`config.mk`:
```
export PLATFORM = sky130hd
export DESIGN_NAME = pdh_core
export DESIGN_NICKNAME = d
export VERILOG_FILES = /design/src/design/pdh_pkg.sv /design/src/design/pdh_cmd_capture.sv /design/src/design/pdh_adc_condition.sv /design/src/design/pdh_iq_rotator.sv /design/src/design/pdh_cmd_exec.sv /design/src/design/pdh_core.sv
export SDC_FILE = /design/constraint.sdc
export NUM_CORES = 2
export LEC_CHECK = 0
export BUFFER_PORTS_ARGS = -buffer_cell sky130_fd_sc_hd__buf_2
export CAP_MARGIN = 20
export CORE_UTILIZATION = 45
export CTS_CLUSTER_DIAMETER = 120
export CTS_CLUSTER_SIZE = 20
export DETAILED_ROUTE_END_ITERATION = 10
export RECOVER_POWER = 50
export SLEW_MARGIN = 20
export SYNTH_ARGS = -nofsm -noshare
export SYNTH_HDL_FRONTEND = slang
export SYNTH_HIERARCHICAL = 1
export SYNTH_SLANG_ARGS = --single-unit
export TNS_END_PERCENT = 100
```
`constraint.sdc`:
```
create_clock -name clk -period 16.8 [get_ports clk]
set_input_delay 2.52 -clock clk [delete_from_list [all_inputs] [get_ports clk]]
set_output_delay 2.52 -clock clk [all_outputs]
set_load 0.005 [all_outputs]
```
`src/design/pdh_pkg.sv`:
```
package pdh_pkg;

    //////////////////// Host command word

    typedef enum logic [3:0] {
        CMD_IDLE              = 4'd0,
        CMD_SET_LED           = 4'd1,
        CMD_SET_DAC           = 4'd2,
        CMD_GET_ADC           = 4'd3,
        CMD_CHECK_SIGNED      = 4'd4,
        CMD_SET_ROT_COEFFS    = 4'd5,
        CMD_COMMIT_ROT_COEFFS = 4'd6,
        CMD_GET_FRAME         = 4'd7
    } cmd_t;

    localparam int GPIO_WIDTH = 32; // Command and callback words
    localparam int CMD_MSB    = 29;
    localparam int CMD_LSB    = 26;
    localparam int STROBE_BIT = 30;
    localparam int DATA_WIDTH = 26; // Payload in bits 25..0

    //////////////////// Datapath

    typedef logic signed [15:0] sample_t;

    localparam sample_t COEFF_ONE = 16'sh7FFF; // Close to +1.0 in Q1.15
    localparam int ADC_OFFSET     = 8192;       // Offset-binary midpoint

    //////////////////// Reset and default values

    localparam logic [DATA_WIDTH-1:0] DEC_RESET = 26'd1;
    localparam logic [13:0] DAC_MID             = 14'h2000;

    // Readback selector for CHECK_SIGNED
    localparam int SEL_WIDTH = 5;

endpackage

```
`src/design/pdh_cmd_capture.sv`:
```
`timescale 1ns/10ps

module pdh_cmd_capture import pdh_pkg::*; (
    input  logic                  clk,
    input  logic                  rst_i,
    input  logic [GPIO_WIDTH-1:0] gpio_i,
    output cmd_t                  cmd_o,
    output logic [DATA_WIDTH-1:0] data_o
);

    logic strobe_meta_r;
    logic strobe_sync_r;
    logic strobe_prev_r;
    logic strobe_edge_w;

    // Bits 31 and 30 are not part of the command
    logic [CMD_MSB:0] word_r;

    //////////////////// Strobe sync and edge

    assign strobe_edge_w = strobe_sync_r & ~strobe_prev_r;

    always_ff @(posedge clk or posedge rst_i) begin
        if (rst_i) begin
            strobe_meta_r <= 1'b0;
            strobe_sync_r <= 1'b0;
            strobe_prev_r <= 1'b0;
        end else begin
            strobe_meta_r <= gpio_i[STROBE_BIT];
            strobe_sync_r <= strobe_meta_r;
            strobe_prev_r <= strobe_sync_r;
        end
    end

    //////////////////// Command word register

    always_ff @(posedge clk or posedge rst_i) begin
        if (rst_i) begin
            word_r <= '0;
        end else if (strobe_edge_w) begin
            word_r <= gpio_i[CMD_MSB:0]; // Host holds the word until next strobe
        end
    end

    assign cmd_o  = cmd_t'(word_r[CMD_MSB:CMD_LSB]);
    assign data_o = word_r[DATA_WIDTH-1:0];

endmodule

```
`src/design/pdh_adc_condition.sv`:
```
`timescale 1ns/10ps

module pdh_adc_condition import pdh_pkg::*; #(
    parameter int ADC_DATA_WIDTH = 14
) (
    input  logic                      clk,
    input  logic                      rst_i,
    input  logic [ADC_DATA_WIDTH-1:0] adc_a_i,
    input  logic [ADC_DATA_WIDTH-1:0] adc_b_i,
    output sample_t                   adc_a_s_o,
    output sample_t                   adc_b_s_o
);

    // Offset-binary to signed, with the front end's inversion undone
    function automatic sample_t to_signed(input logic [ADC_DATA_WIDTH-1:0] raw);
        logic signed [ADC_DATA_WIDTH:0] diff;
        diff = $signed({1'b0, raw}) - (ADC_DATA_WIDTH+1)'(ADC_OFFSET);
        diff = -diff;
        return sample_t'(diff); // Sign extend
    endfunction

    sample_t adc_a_s_w;
    sample_t adc_b_s_w;

    assign adc_a_s_w = to_signed(adc_a_i);
    assign adc_b_s_w = to_signed(adc_b_i);

    always_ff @(posedge clk or posedge rst_i) begin
        if (rst_i) begin
            adc_a_s_o <= '0;
            adc_b_s_o <= '0;
        end else begin
            adc_a_s_o <= adc_a_s_w;
            adc_b_s_o <= adc_b_s_w;
        end
    end

endmodule

```
`src/design/pdh_iq_rotator.sv`:
```
`timescale 1ns/10ps

module pdh_iq_rotator import pdh_pkg::*; (
    input  logic    clk,
    input  logic    rst_i,
    input  sample_t adc_a_s_i,
    input  sample_t adc_b_s_i,
    input  sample_t rot_cos_i,
    input  sample_t rot_sin_i,
    output sample_t i_o,
    output sample_t q_o
);

    logic signed [31:0] i_full_w;
    logic signed [31:0] q_full_w;
    logic signed [31:0] i_shift_w;
    logic signed [31:0] q_shift_w;

    //////////////////// Rotation

    // I = cos*a - sin*b, Q = sin*a + cos*b
    always_comb begin
        i_full_w = rot_cos_i * adc_a_s_i - rot_sin_i * adc_b_s_i;
        q_full_w = rot_sin_i * adc_a_s_i + rot_cos_i * adc_b_s_i;
    end

    // Back to Q1.15 scale
    assign i_shift_w = i_full_w >>> 15;
    assign q_shift_w = q_full_w >>> 15;

    //////////////////// Output register

    always_ff @(posedge clk or posedge rst_i) begin
        if (rst_i) begin
            i_o <= '0;
            q_o <= '0;
        end else begin
            i_o <= i_shift_w[15:0]; // Truncate, no saturation
            q_o <= q_shift_w[15:0];
        end
    end

endmodule

```
`src/design/pdh_cmd_exec.sv`:
```
`timescale 1ns/10ps

module pdh_cmd_exec import pdh_pkg::*; #(
    parameter int ADC_DATA_WIDTH = 14,
    parameter int DAC_DATA_WIDTH = 14
) (
    input  logic                      clk,
    input  logic                      rst_i,
    input  cmd_t                      cmd_i,
    input  logic [DATA_WIDTH-1:0]     data_i,
    input  logic [ADC_DATA_WIDTH-1:0] adc_a_i,
    input  logic [ADC_DATA_WIDTH-1:0] adc_b_i,
    input  sample_t                   adc_a_s_i,
    input  sample_t                   adc_b_s_i,
    input  sample_t                   i_i,
    input  sample_t                   q_i,
    input  logic                      dma_finished_i,
    input  logic                      dma_engaged_i,
    output logic [GPIO_WIDTH-1:0]     gpio_o,
    output logic [7:0]                led_o,
    output logic [DAC_DATA_WIDTH-1:0] dac_dat_o,
    output logic                      dac_wrt_o,
    output logic                      dac_sel_o,
    output sample_t                   rot_cos_o,
    output sample_t                   rot_sin_o,
    output sample_t                   cos_o,
    output sample_t                   sin_o,
    output logic [DATA_WIDTH-1:0]     dma_decimation_code_o
);

    logic dma_finished_r;
    logic dma_engaged_r;

    logic [7:0]                next_led_w;
    logic [DAC_DATA_WIDTH-1:0] next_dac_dat_w;
    logic                      next_dac_wrt_w;
    logic                      next_dac_sel_w;
    sample_t                   next_cos_w;
    sample_t                   next_sin_w;
    sample_t                   next_rot_cos_w;
    sample_t                   next_rot_sin_w;
    logic [DATA_WIDTH-1:0]     next_dec_w;
    logic [GPIO_WIDTH-1:0]     next_cb_w;

    logic [SEL_WIDTH-1:0]      sel_w;
    sample_t                   sel_val_w;

    //////////////////// Settings update

    always_comb begin
        next_led_w     = led_o;
        next_dac_dat_w = dac_dat_o;
        next_dac_wrt_w = dac_wrt_o;
        next_dac_sel_w = dac_sel_o;
        next_cos_w     = cos_o;
        next_sin_w     = sin_o;
        next_rot_cos_w = rot_cos_o;
        next_rot_sin_w = rot_sin_o;
        next_dec_w     = dma_decimation_code_o;
        case (cmd_i)
            CMD_SET_LED: next_led_w = data_i[7:0];
            CMD_SET_DAC: begin
                next_dac_wrt_w = data_i[15];
                next_dac_sel_w = data_i[14];
                next_dac_dat_w = data_i[DAC_DATA_WIDTH-1:0];
            end
            CMD_SET_ROT_COEFFS: begin
                if (data_i[16]) next_sin_w = data_i[15:0];
                else            next_cos_w = data_i[15:0];
            end
            CMD_COMMIT_ROT_COEFFS: begin
                next_rot_cos_w = cos_o;
                next_rot_sin_w = sin_o;
            end
            CMD_GET_FRAME: next_dec_w = data_i;
            CMD_IDLE, CMD_GET_ADC, CMD_CHECK_SIGNED: begin
                // Read-only, state holds
            end
            default: begin
                next_led_w     = '0;
                next_dac_dat_w = DAC_DATA_WIDTH'(DAC_MID); // Park DAC at midscale
                next_dac_wrt_w = 1'b0;
                next_dac_sel_w = 1'b0;
                next_cos_w     = COEFF_ONE;
                next_sin_w     = '0;
                next_rot_cos_w = COEFF_ONE;
                next_rot_sin_w = '0;
                next_dec_w     = DEC_RESET;
            end
        endcase
    end

    //////////////////// Readback

    assign sel_w = data_i[SEL_WIDTH-1:0];

    always_comb begin
        case (sel_w)
            5'd0:    sel_val_w = adc_a_s_i;
            5'd1:    sel_val_w = adc_b_s_i;
            5'd2:    sel_val_w = cos_o;
            5'd3:    sel_val_w = sin_o;
            5'd4:    sel_val_w = rot_cos_o;
            5'd5:    sel_val_w = rot_sin_o;
            5'd6:    sel_val_w = i_i;
            5'd7:    sel_val_w = q_i;
            5'd8:    sel_val_w = {15'd0, dma_finished_r};
            5'd9:    sel_val_w = {15'd0, dma_engaged_r};
            default: sel_val_w = '0;
        endcase
    end

    always_comb begin
        next_cb_w = '0;
        next_cb_w[GPIO_WIDTH-1 -: $bits(cmd_t)] = cmd_i; // Echo command code
        case (cmd_i)
            CMD_SET_LED:      next_cb_w[7:0] = led_o;
            CMD_SET_DAC:      next_cb_w[DAC_DATA_WIDTH+1:0] = {dac_wrt_o, dac_sel_o, dac_dat_o};
            CMD_GET_ADC:      next_cb_w[2*ADC_DATA_WIDTH-1:0] = {adc_b_i, adc_a_i};
            CMD_CHECK_SIGNED: begin
                next_cb_w[16 +: SEL_WIDTH] = sel_w;
                next_cb_w[15:0]            = sel_val_w;
            end
            CMD_SET_ROT_COEFFS:    next_cb_w[27:0] = {sin_o[15:2], cos_o[15:2]};
            CMD_COMMIT_ROT_COEFFS: next_cb_w[27:0] = {q_i[15:2], i_i[15:2]};
            CMD_GET_FRAME: begin
                next_cb_w[27:0] = {1'b0, dma_decimation_code_o, dma_engaged_r};
            end
            default: next_cb_w = '0; // IDLE and unknown codes
        endcase
    end

    //////////////////// Registers

    always_ff @(posedge clk or posedge rst_i) begin
        if (rst_i) begin
            dma_finished_r        <= 1'b0;
            dma_engaged_r         <= 1'b0;
            led_o                 <= '0;
            dac_dat_o             <= '0;
            dac_wrt_o             <= 1'b0;
            dac_sel_o             <= 1'b0;
            cos_o                 <= COEFF_ONE;
            sin_o                 <= '0;
            rot_cos_o             <= COEFF_ONE;
            rot_sin_o             <= '0;
            dma_decimation_code_o <= DEC_RESET;
            gpio_o                <= '0;
        end else begin
            dma_finished_r        <= dma_finished_i;
            dma_engaged_r         <= dma_engaged_i;
            led_o                 <= next_led_w;
            dac_dat_o             <= next_dac_dat_w;
            dac_wrt_o             <= next_dac_wrt_w;
            dac_sel_o             <= next_dac_sel_w;
            cos_o                 <= next_cos_w;
            sin_o                 <= next_sin_w;
            rot_cos_o             <= next_rot_cos_w;
            rot_sin_o             <= next_rot_sin_w;
            dma_decimation_code_o <= next_dec_w;
            gpio_o                <= next_cb_w;
        end
    end

endmodule

```
`src/design/pdh_core.sv`:
```
`timescale 1ns/10ps

module pdh_core import pdh_pkg::*; #(
    parameter int ADC_DATA_WIDTH = 14,
    parameter int DAC_DATA_WIDTH = 14
) (
    input  logic                      clk,
    input  logic                      rst_i,
    input  logic [GPIO_WIDTH-1:0]     gpio_i,
    input  logic [ADC_DATA_WIDTH-1:0] adc_a_i,
    input  logic [ADC_DATA_WIDTH-1:0] adc_b_i,
    input  logic                      dma_finished_i,
    input  logic                      dma_engaged_i,
    output logic [GPIO_WIDTH-1:0]     gpio_o,
    output logic [7:0]                led_o,
    output logic [DAC_DATA_WIDTH-1:0] dac_dat_o,
    output logic                      dac_wrt_o,
    output logic                      dac_sel_o,
    output logic                      dma_enable_o,
    output logic [63:0]               dma_data_o,
    output logic [DATA_WIDTH-1:0]     dma_decimation_code_o
);

    cmd_t                  cmd_w;
    logic [DATA_WIDTH-1:0] data_w;
    sample_t               adc_a_s_w;
    sample_t               adc_b_s_w;
    sample_t               rot_cos_w;
    sample_t               rot_sin_w;
    sample_t               cos_w;     // Staged
    sample_t               sin_w;
    sample_t               i_w;
    sample_t               q_w;

    //////////////////// Host side

    pdh_cmd_capture u_capture (
        .clk    (clk),
        .rst_i  (rst_i),
        .gpio_i (gpio_i),
        .cmd_o  (cmd_w),
        .data_o (data_w)
    );

    pdh_cmd_exec #(
        .ADC_DATA_WIDTH (ADC_DATA_WIDTH),
        .DAC_DATA_WIDTH (DAC_DATA_WIDTH)
    ) u_exec (
        .clk                   (clk),
        .rst_i                 (rst_i),
        .cmd_i                 (cmd_w),
        .data_i                (data_w),
        .adc_a_i               (adc_a_i),
        .adc_b_i               (adc_b_i),
        .adc_a_s_i             (adc_a_s_w),
        .adc_b_s_i             (adc_b_s_w),
        .i_i                   (i_w),
        .q_i                   (q_w),
        .dma_finished_i        (dma_finished_i),
        .dma_engaged_i         (dma_engaged_i),
        .gpio_o                (gpio_o),
        .led_o                 (led_o),
        .dac_dat_o             (dac_dat_o),
        .dac_wrt_o             (dac_wrt_o),
        .dac_sel_o             (dac_sel_o),
        .rot_cos_o             (rot_cos_w),
        .rot_sin_o             (rot_sin_w),
        .cos_o                 (cos_w),
        .sin_o                 (sin_w),
        .dma_decimation_code_o (dma_decimation_code_o)
    );

    //////////////////// ADC datapath

    pdh_adc_condition #(
        .ADC_DATA_WIDTH (ADC_DATA_WIDTH)
    ) u_condition (
        .clk       (clk),
        .rst_i     (rst_i),
        .adc_a_i   (adc_a_i),
        .adc_b_i   (adc_b_i),
        .adc_a_s_o (adc_a_s_w),
        .adc_b_s_o (adc_b_s_w)
    );

    pdh_iq_rotator u_rotator (
        .clk       (clk),
        .rst_i     (rst_i),
        .adc_a_s_i (adc_a_s_w),
        .adc_b_s_i (adc_b_s_w),
        .rot_cos_i (rot_cos_w),
        .rot_sin_i (rot_sin_w),
        .i_o       (i_w),
        .q_o       (q_w)
    );

    //////////////////// DMA

    assign dma_enable_o = (cmd_w == CMD_GET_FRAME); // Streams while GET_FRAME is in force
    assign dma_data_o   = {i_w, q_w, cos_w, sin_w};

endmodule

```
==> results by group <==
Outcome
  – Outcome: finished, violations left
  – Failing checks: capacitance limit, slew limit

Cells and area
  – Multi-input logic area: 36810 µm²
  – Nets@finish: 6467
  – Synth-to-layout area growth: 5.514%
  – Antenna Cells: 0
  – Share of cells above drive strength 1: 0.07600
  – Fillers: 10240
  – Sequential cell area: 6126 µm²

Synthesis
  – Synth Register Bits: 243
  – Post-synth EDFFs: 0
  – Average size of a mapped cell: 9.888 µm²
  – Compound-Gate Fraction of Synth Area: 0.05155
  – Post-synth ARST share: 1.000
  – Largest family of logic cells by synthesized area: adder cells
  – Yosys warns: 6
  – Prevailing post-synth register cell: dfrtp_1
  – Unique masters post-synth: 86
  – Post-Synth XOR/XNOR Area: 0.01948
  – Syn_nets: 6413
  – Post-Syn Instances: 4936
  – Area contributors post-synth: fa_1 (46%), dfrtp_1 (11%), inv_1 (9.6%)
  – Adder-Cell Fraction of Synth Area: 0.5344
  – Area leader, netlist: fa_1
  – Mux contribution to synthesized area: 0.02364
  – Simple-gate portion of the synthesized area: 0.1274
  – Sequential fraction of the synthesis area: 0.1254
  – Synth Cell Area: 48810 µm²
  – Synth top area share: 0.4590

Floorplan
  – Full die area: 109800 µm²
  – Ports: 211
  – DIE WIDTH: 331.3 µm
  – Die H: 331.3 µm
  – # rows: 120
  – Initial core utilization: 0.4546
  – Core Area: 107400 µm²

Routing
  – Routed vias/inst: 5.316
  – Routed via count: 34040
  – Metal3 WL: 10710 µm
  – Antenna Nets Post-Route: 0
  – Number of detailed-routing iterations run before antenna repair: 8
  – Iteration-0 DRC Markers: 2997
  – Met2 WL: 67790 µm
  – DRC viols: 0
  – Met1 wire length: 59970 µm
  – Routed wire length per instance: 22.34 µm
  – DR top layer: met5
  – Final wirelength: 143100 µm

Setup path
  – Crit path max-delay family: adder cells
  – Cell mode on critical path: fa_1
  – CP peak stage delay: 1.20 ns
  – Worst path bufs/invs: 5
  – Worst r2r path cells: 23
  – Worst reg2reg path startpoint: u_exec/rot_cos_o[5]$_DFFE_PP1N_
  – Critical Path AT: 9.26 ns
  – CP endpoint kind: flop
  – CP Class: flop to flop
  – Crit-path slowest cell: dfstp_2
  – Worst Path Required: 17.20 ns
  – Max FO, Critical Path: 34
  – Critical path, cell by cell: nand2_1, fa_1, fa_1, inv_1, fa_1, inv_1, fa_1, inv_1, fa_1, fa_1, fa_1, inv_1, fa_1, inv_1, ha_1, nand2_1, a211oi_1, a22oi_1, nor4_2, o21ai_1, nand3_1, a2111o_1, nand3_1
  – CP Depth: 23
  – Startpoint types: flop
  – Worst Setup SP: u_exec/rot_cos_o[5]$_DFFE_PP1N_

Hold path
  – Min-delay worst type: flop to flop
  – Hold Path Stages: 0
  – Hold_sp: u_capture/strobe_meta_r$_DFF_PP0_

STA
  – Fin. Hold Viols: 0
  – Worst Skew: 0.01842 ns
  – Slew HR: -2.165
  – Final setup fails: 0
  – Period utilisation layout: 0.5274
  – Measured slew at the worst slew-check pin: 4.722 ns
  – Unrepaired setup endpoints after global routing: false
  – TNS Setup: 0 ns
  – Fmax: 112.9 MHz
  – Tmin final: 8.861 ns
  – Slew Limit Fails: 261

CTS
  – Clock transition at the registers of the reported paths: 0.09 ns
  – Clock root cell: clkbuf_16
  – TritonCTS clock tree: done
  – Sink Count: 243
  – CTS HTree Levels: 1
  – Inserted Clock Buffers: 16
  – Longest Clk Path Bufs: 3
  – PostCTS Resize Cnt: 0
  – Post-CTS Setup Inserts: 0
  – Clock Latency Late Sink: 0.51 ns
  – Hold buffers post-CTS: 0

Global route
  – Global-route wire length before repair: 222500 µm
  – Largest net degree at the start of global routing: 99
  – Initial antenna violation count: 5
  – Global Route Usage Sum: 0.2670
  – Number of global-route vias before repair: 36300
  – GRT overflow: 0

Placed design
  – Dpl hpwl: 105900 µm
  – Routability cong.: 0.9491
  – PortBufs: 209

Flow run
  – Max-cap check violation count: 6
==> cell usage in the layout (no fill, tap or decap), types with 26 or more instances in the layout <==
master	count
and2_1	428
dfrtp_1	207
a22o_1	86
nor2_1	74
a21oi_1	36
mux2_1	30
nand2b_1	32
nand2_1	586
buf_4	74
inv_1	1251
xnor2_1	80
fa_1	1119
mux2i_1	32
xor2_1	26
ha_1	294
a22oi_1	38
o22a_1	30
buf_2	204
nor2b_1	41
dfstp_2	31
==> logic make-up after synthesis <==
logic type | after synthesis
adders and majority gates | 1413
AOI/OAI and AO/OA | 329
buffers and inverters | 1506
xor gates and xnor gates | 107
muxes | 89
DFF | 243
other | 1
and+or+nand+nor | 1248
==> registers in the layout, indices dropped and copies added, names as in the netlist, 8 cells and up <==
signal	count
u_capture/word_r	30
u_condition/adc_a_s_o	15
u_condition/adc_b_s_o	15
u_exec/cos_o	16
u_exec/dac_dat_o	14
u_exec/dma_decimation_code_o	26
u_exec/gpio_o	32
u_exec/led_o	8
u_exec/rot_cos_o	16
u_exec/rot_sin_o	16
u_exec/sin_o	16
u_rotator/i_o	16
u_rotator/q_o	16
==> worst register-to-register path, stage by stage, from the launching register on <==
cell and delay [ns]:
dfstp_2 1.20, nand2_1 0.21, fa_1 0.54, fa_1 0.63
inv_1 0.07, fa_1 0.48, inv_1 0.05, fa_1 0.42
inv_1 0.18, fa_1 0.45, fa_1 0.58, fa_1 0.52
inv_1 0.05, fa_1 0.47, inv_1 0.04, ha_1 0.31
nand2_1 0.07, a211oi_1 0.04, a22oi_1 0.82, nor4_2 0.27
o21ai_1 0.43, nand3_1 0.26, a2111o_1 0.43, nand3_1 0.24
==> synthesized netlist by cell type (5+ instances only) <==
cell type,n
nand2b_1,31
mux2i_1,32
a21oi_1,36
and2_1,429
nor2_1,73
a21o_1,10
mux2_2,20
inv_1,1251
xor2_1,26
a211oi_1,10
a211o_1,5
nand3_1,19
xnor2_1,80
or3_1,5
a22o_1,86
clkbuf_1,210
a22oi_1,38
mux2_4,30
nand4_1,8
mux4_2,7
nor3_1,18
o21a_1,5
ha_1,294
o21ai_1,14
buf_2,31
dfstp_2,31
o21ai_0,22
nor2b_1,40
a222oi_1,13
nand2_1,586
a31oi_1,10
fa_1,1119
o22ai_1,5
dfrtp_1,212
o22a_1,30
==> layout make-up <==
| type | count | share of cell area |
|---|---|---|
| Multi-Input combinational cell | 3187 | 0.7148 |
| Sequential cell | 243 | 0.1190 |
| Inverter | 1253 | 0.09136 |
| Tap cell | 1403 | 0.03409 |
| Timing Repair Buffer | 289 | 0.03142 |
| Clock buffer | 27 | 0.008990 |
| Clock inverter | 1 | 0.0003887 |
==> metal layers <==
layer  up-vias  track usage
met5         -            0
met4         4      0.07234
li1      14600            -
met3       189      0.04209
met1     17950       0.3756
met2      1299       0.4300
==> final timing paths <==
| path | to | slack, ns |
|---|---|---|
| min in group asynchronous | u_rotator/q_o[15]$_DFF_PP0_ | 2.72 |
| max reg2reg | u_rotator/i_o[15]$_DFF_PP0_ | 7.94 |
| max in group asynchronous | u_exec/dma_decimation_code_o[6]$_DFFE_PP0N_ | 11.05 |
| min reg2reg | u_capture/strobe_sync_r$_DFF_PP0_ | 0.38 |
| min | u_capture/strobe_sync_r$_DFF_PP0_ | 0.38 |
| max | u_rotator/i_o[15]$_DFF_PP0_ | 7.94 |
==> metrics by stage <==
step | utilization | cells | worst slack (ns) | cell area (µm²) | hold slack [ns]
floorplan | - | 4936 | 9.381 | 48810 | 0.3312
CTS | 0.4812 | 6403 | 8.012 | 51660 | 0.3780
detailed placement | 0.4767 | 6375 | 8.055 | 51180 | 0.3498
global placement | 0.4767 | 6375 | 8.145 | 51180 | 0.3341
global route | 0.4797 | 6403 | 7.722 | 51500 | 0.3918
finish | 0.4797 | 6403 | 7.939 | 51500 | 0.3774
Power is not shown: default switching activity piles up to over one toggle a cycle in this logic, so the estimate is an artifact.
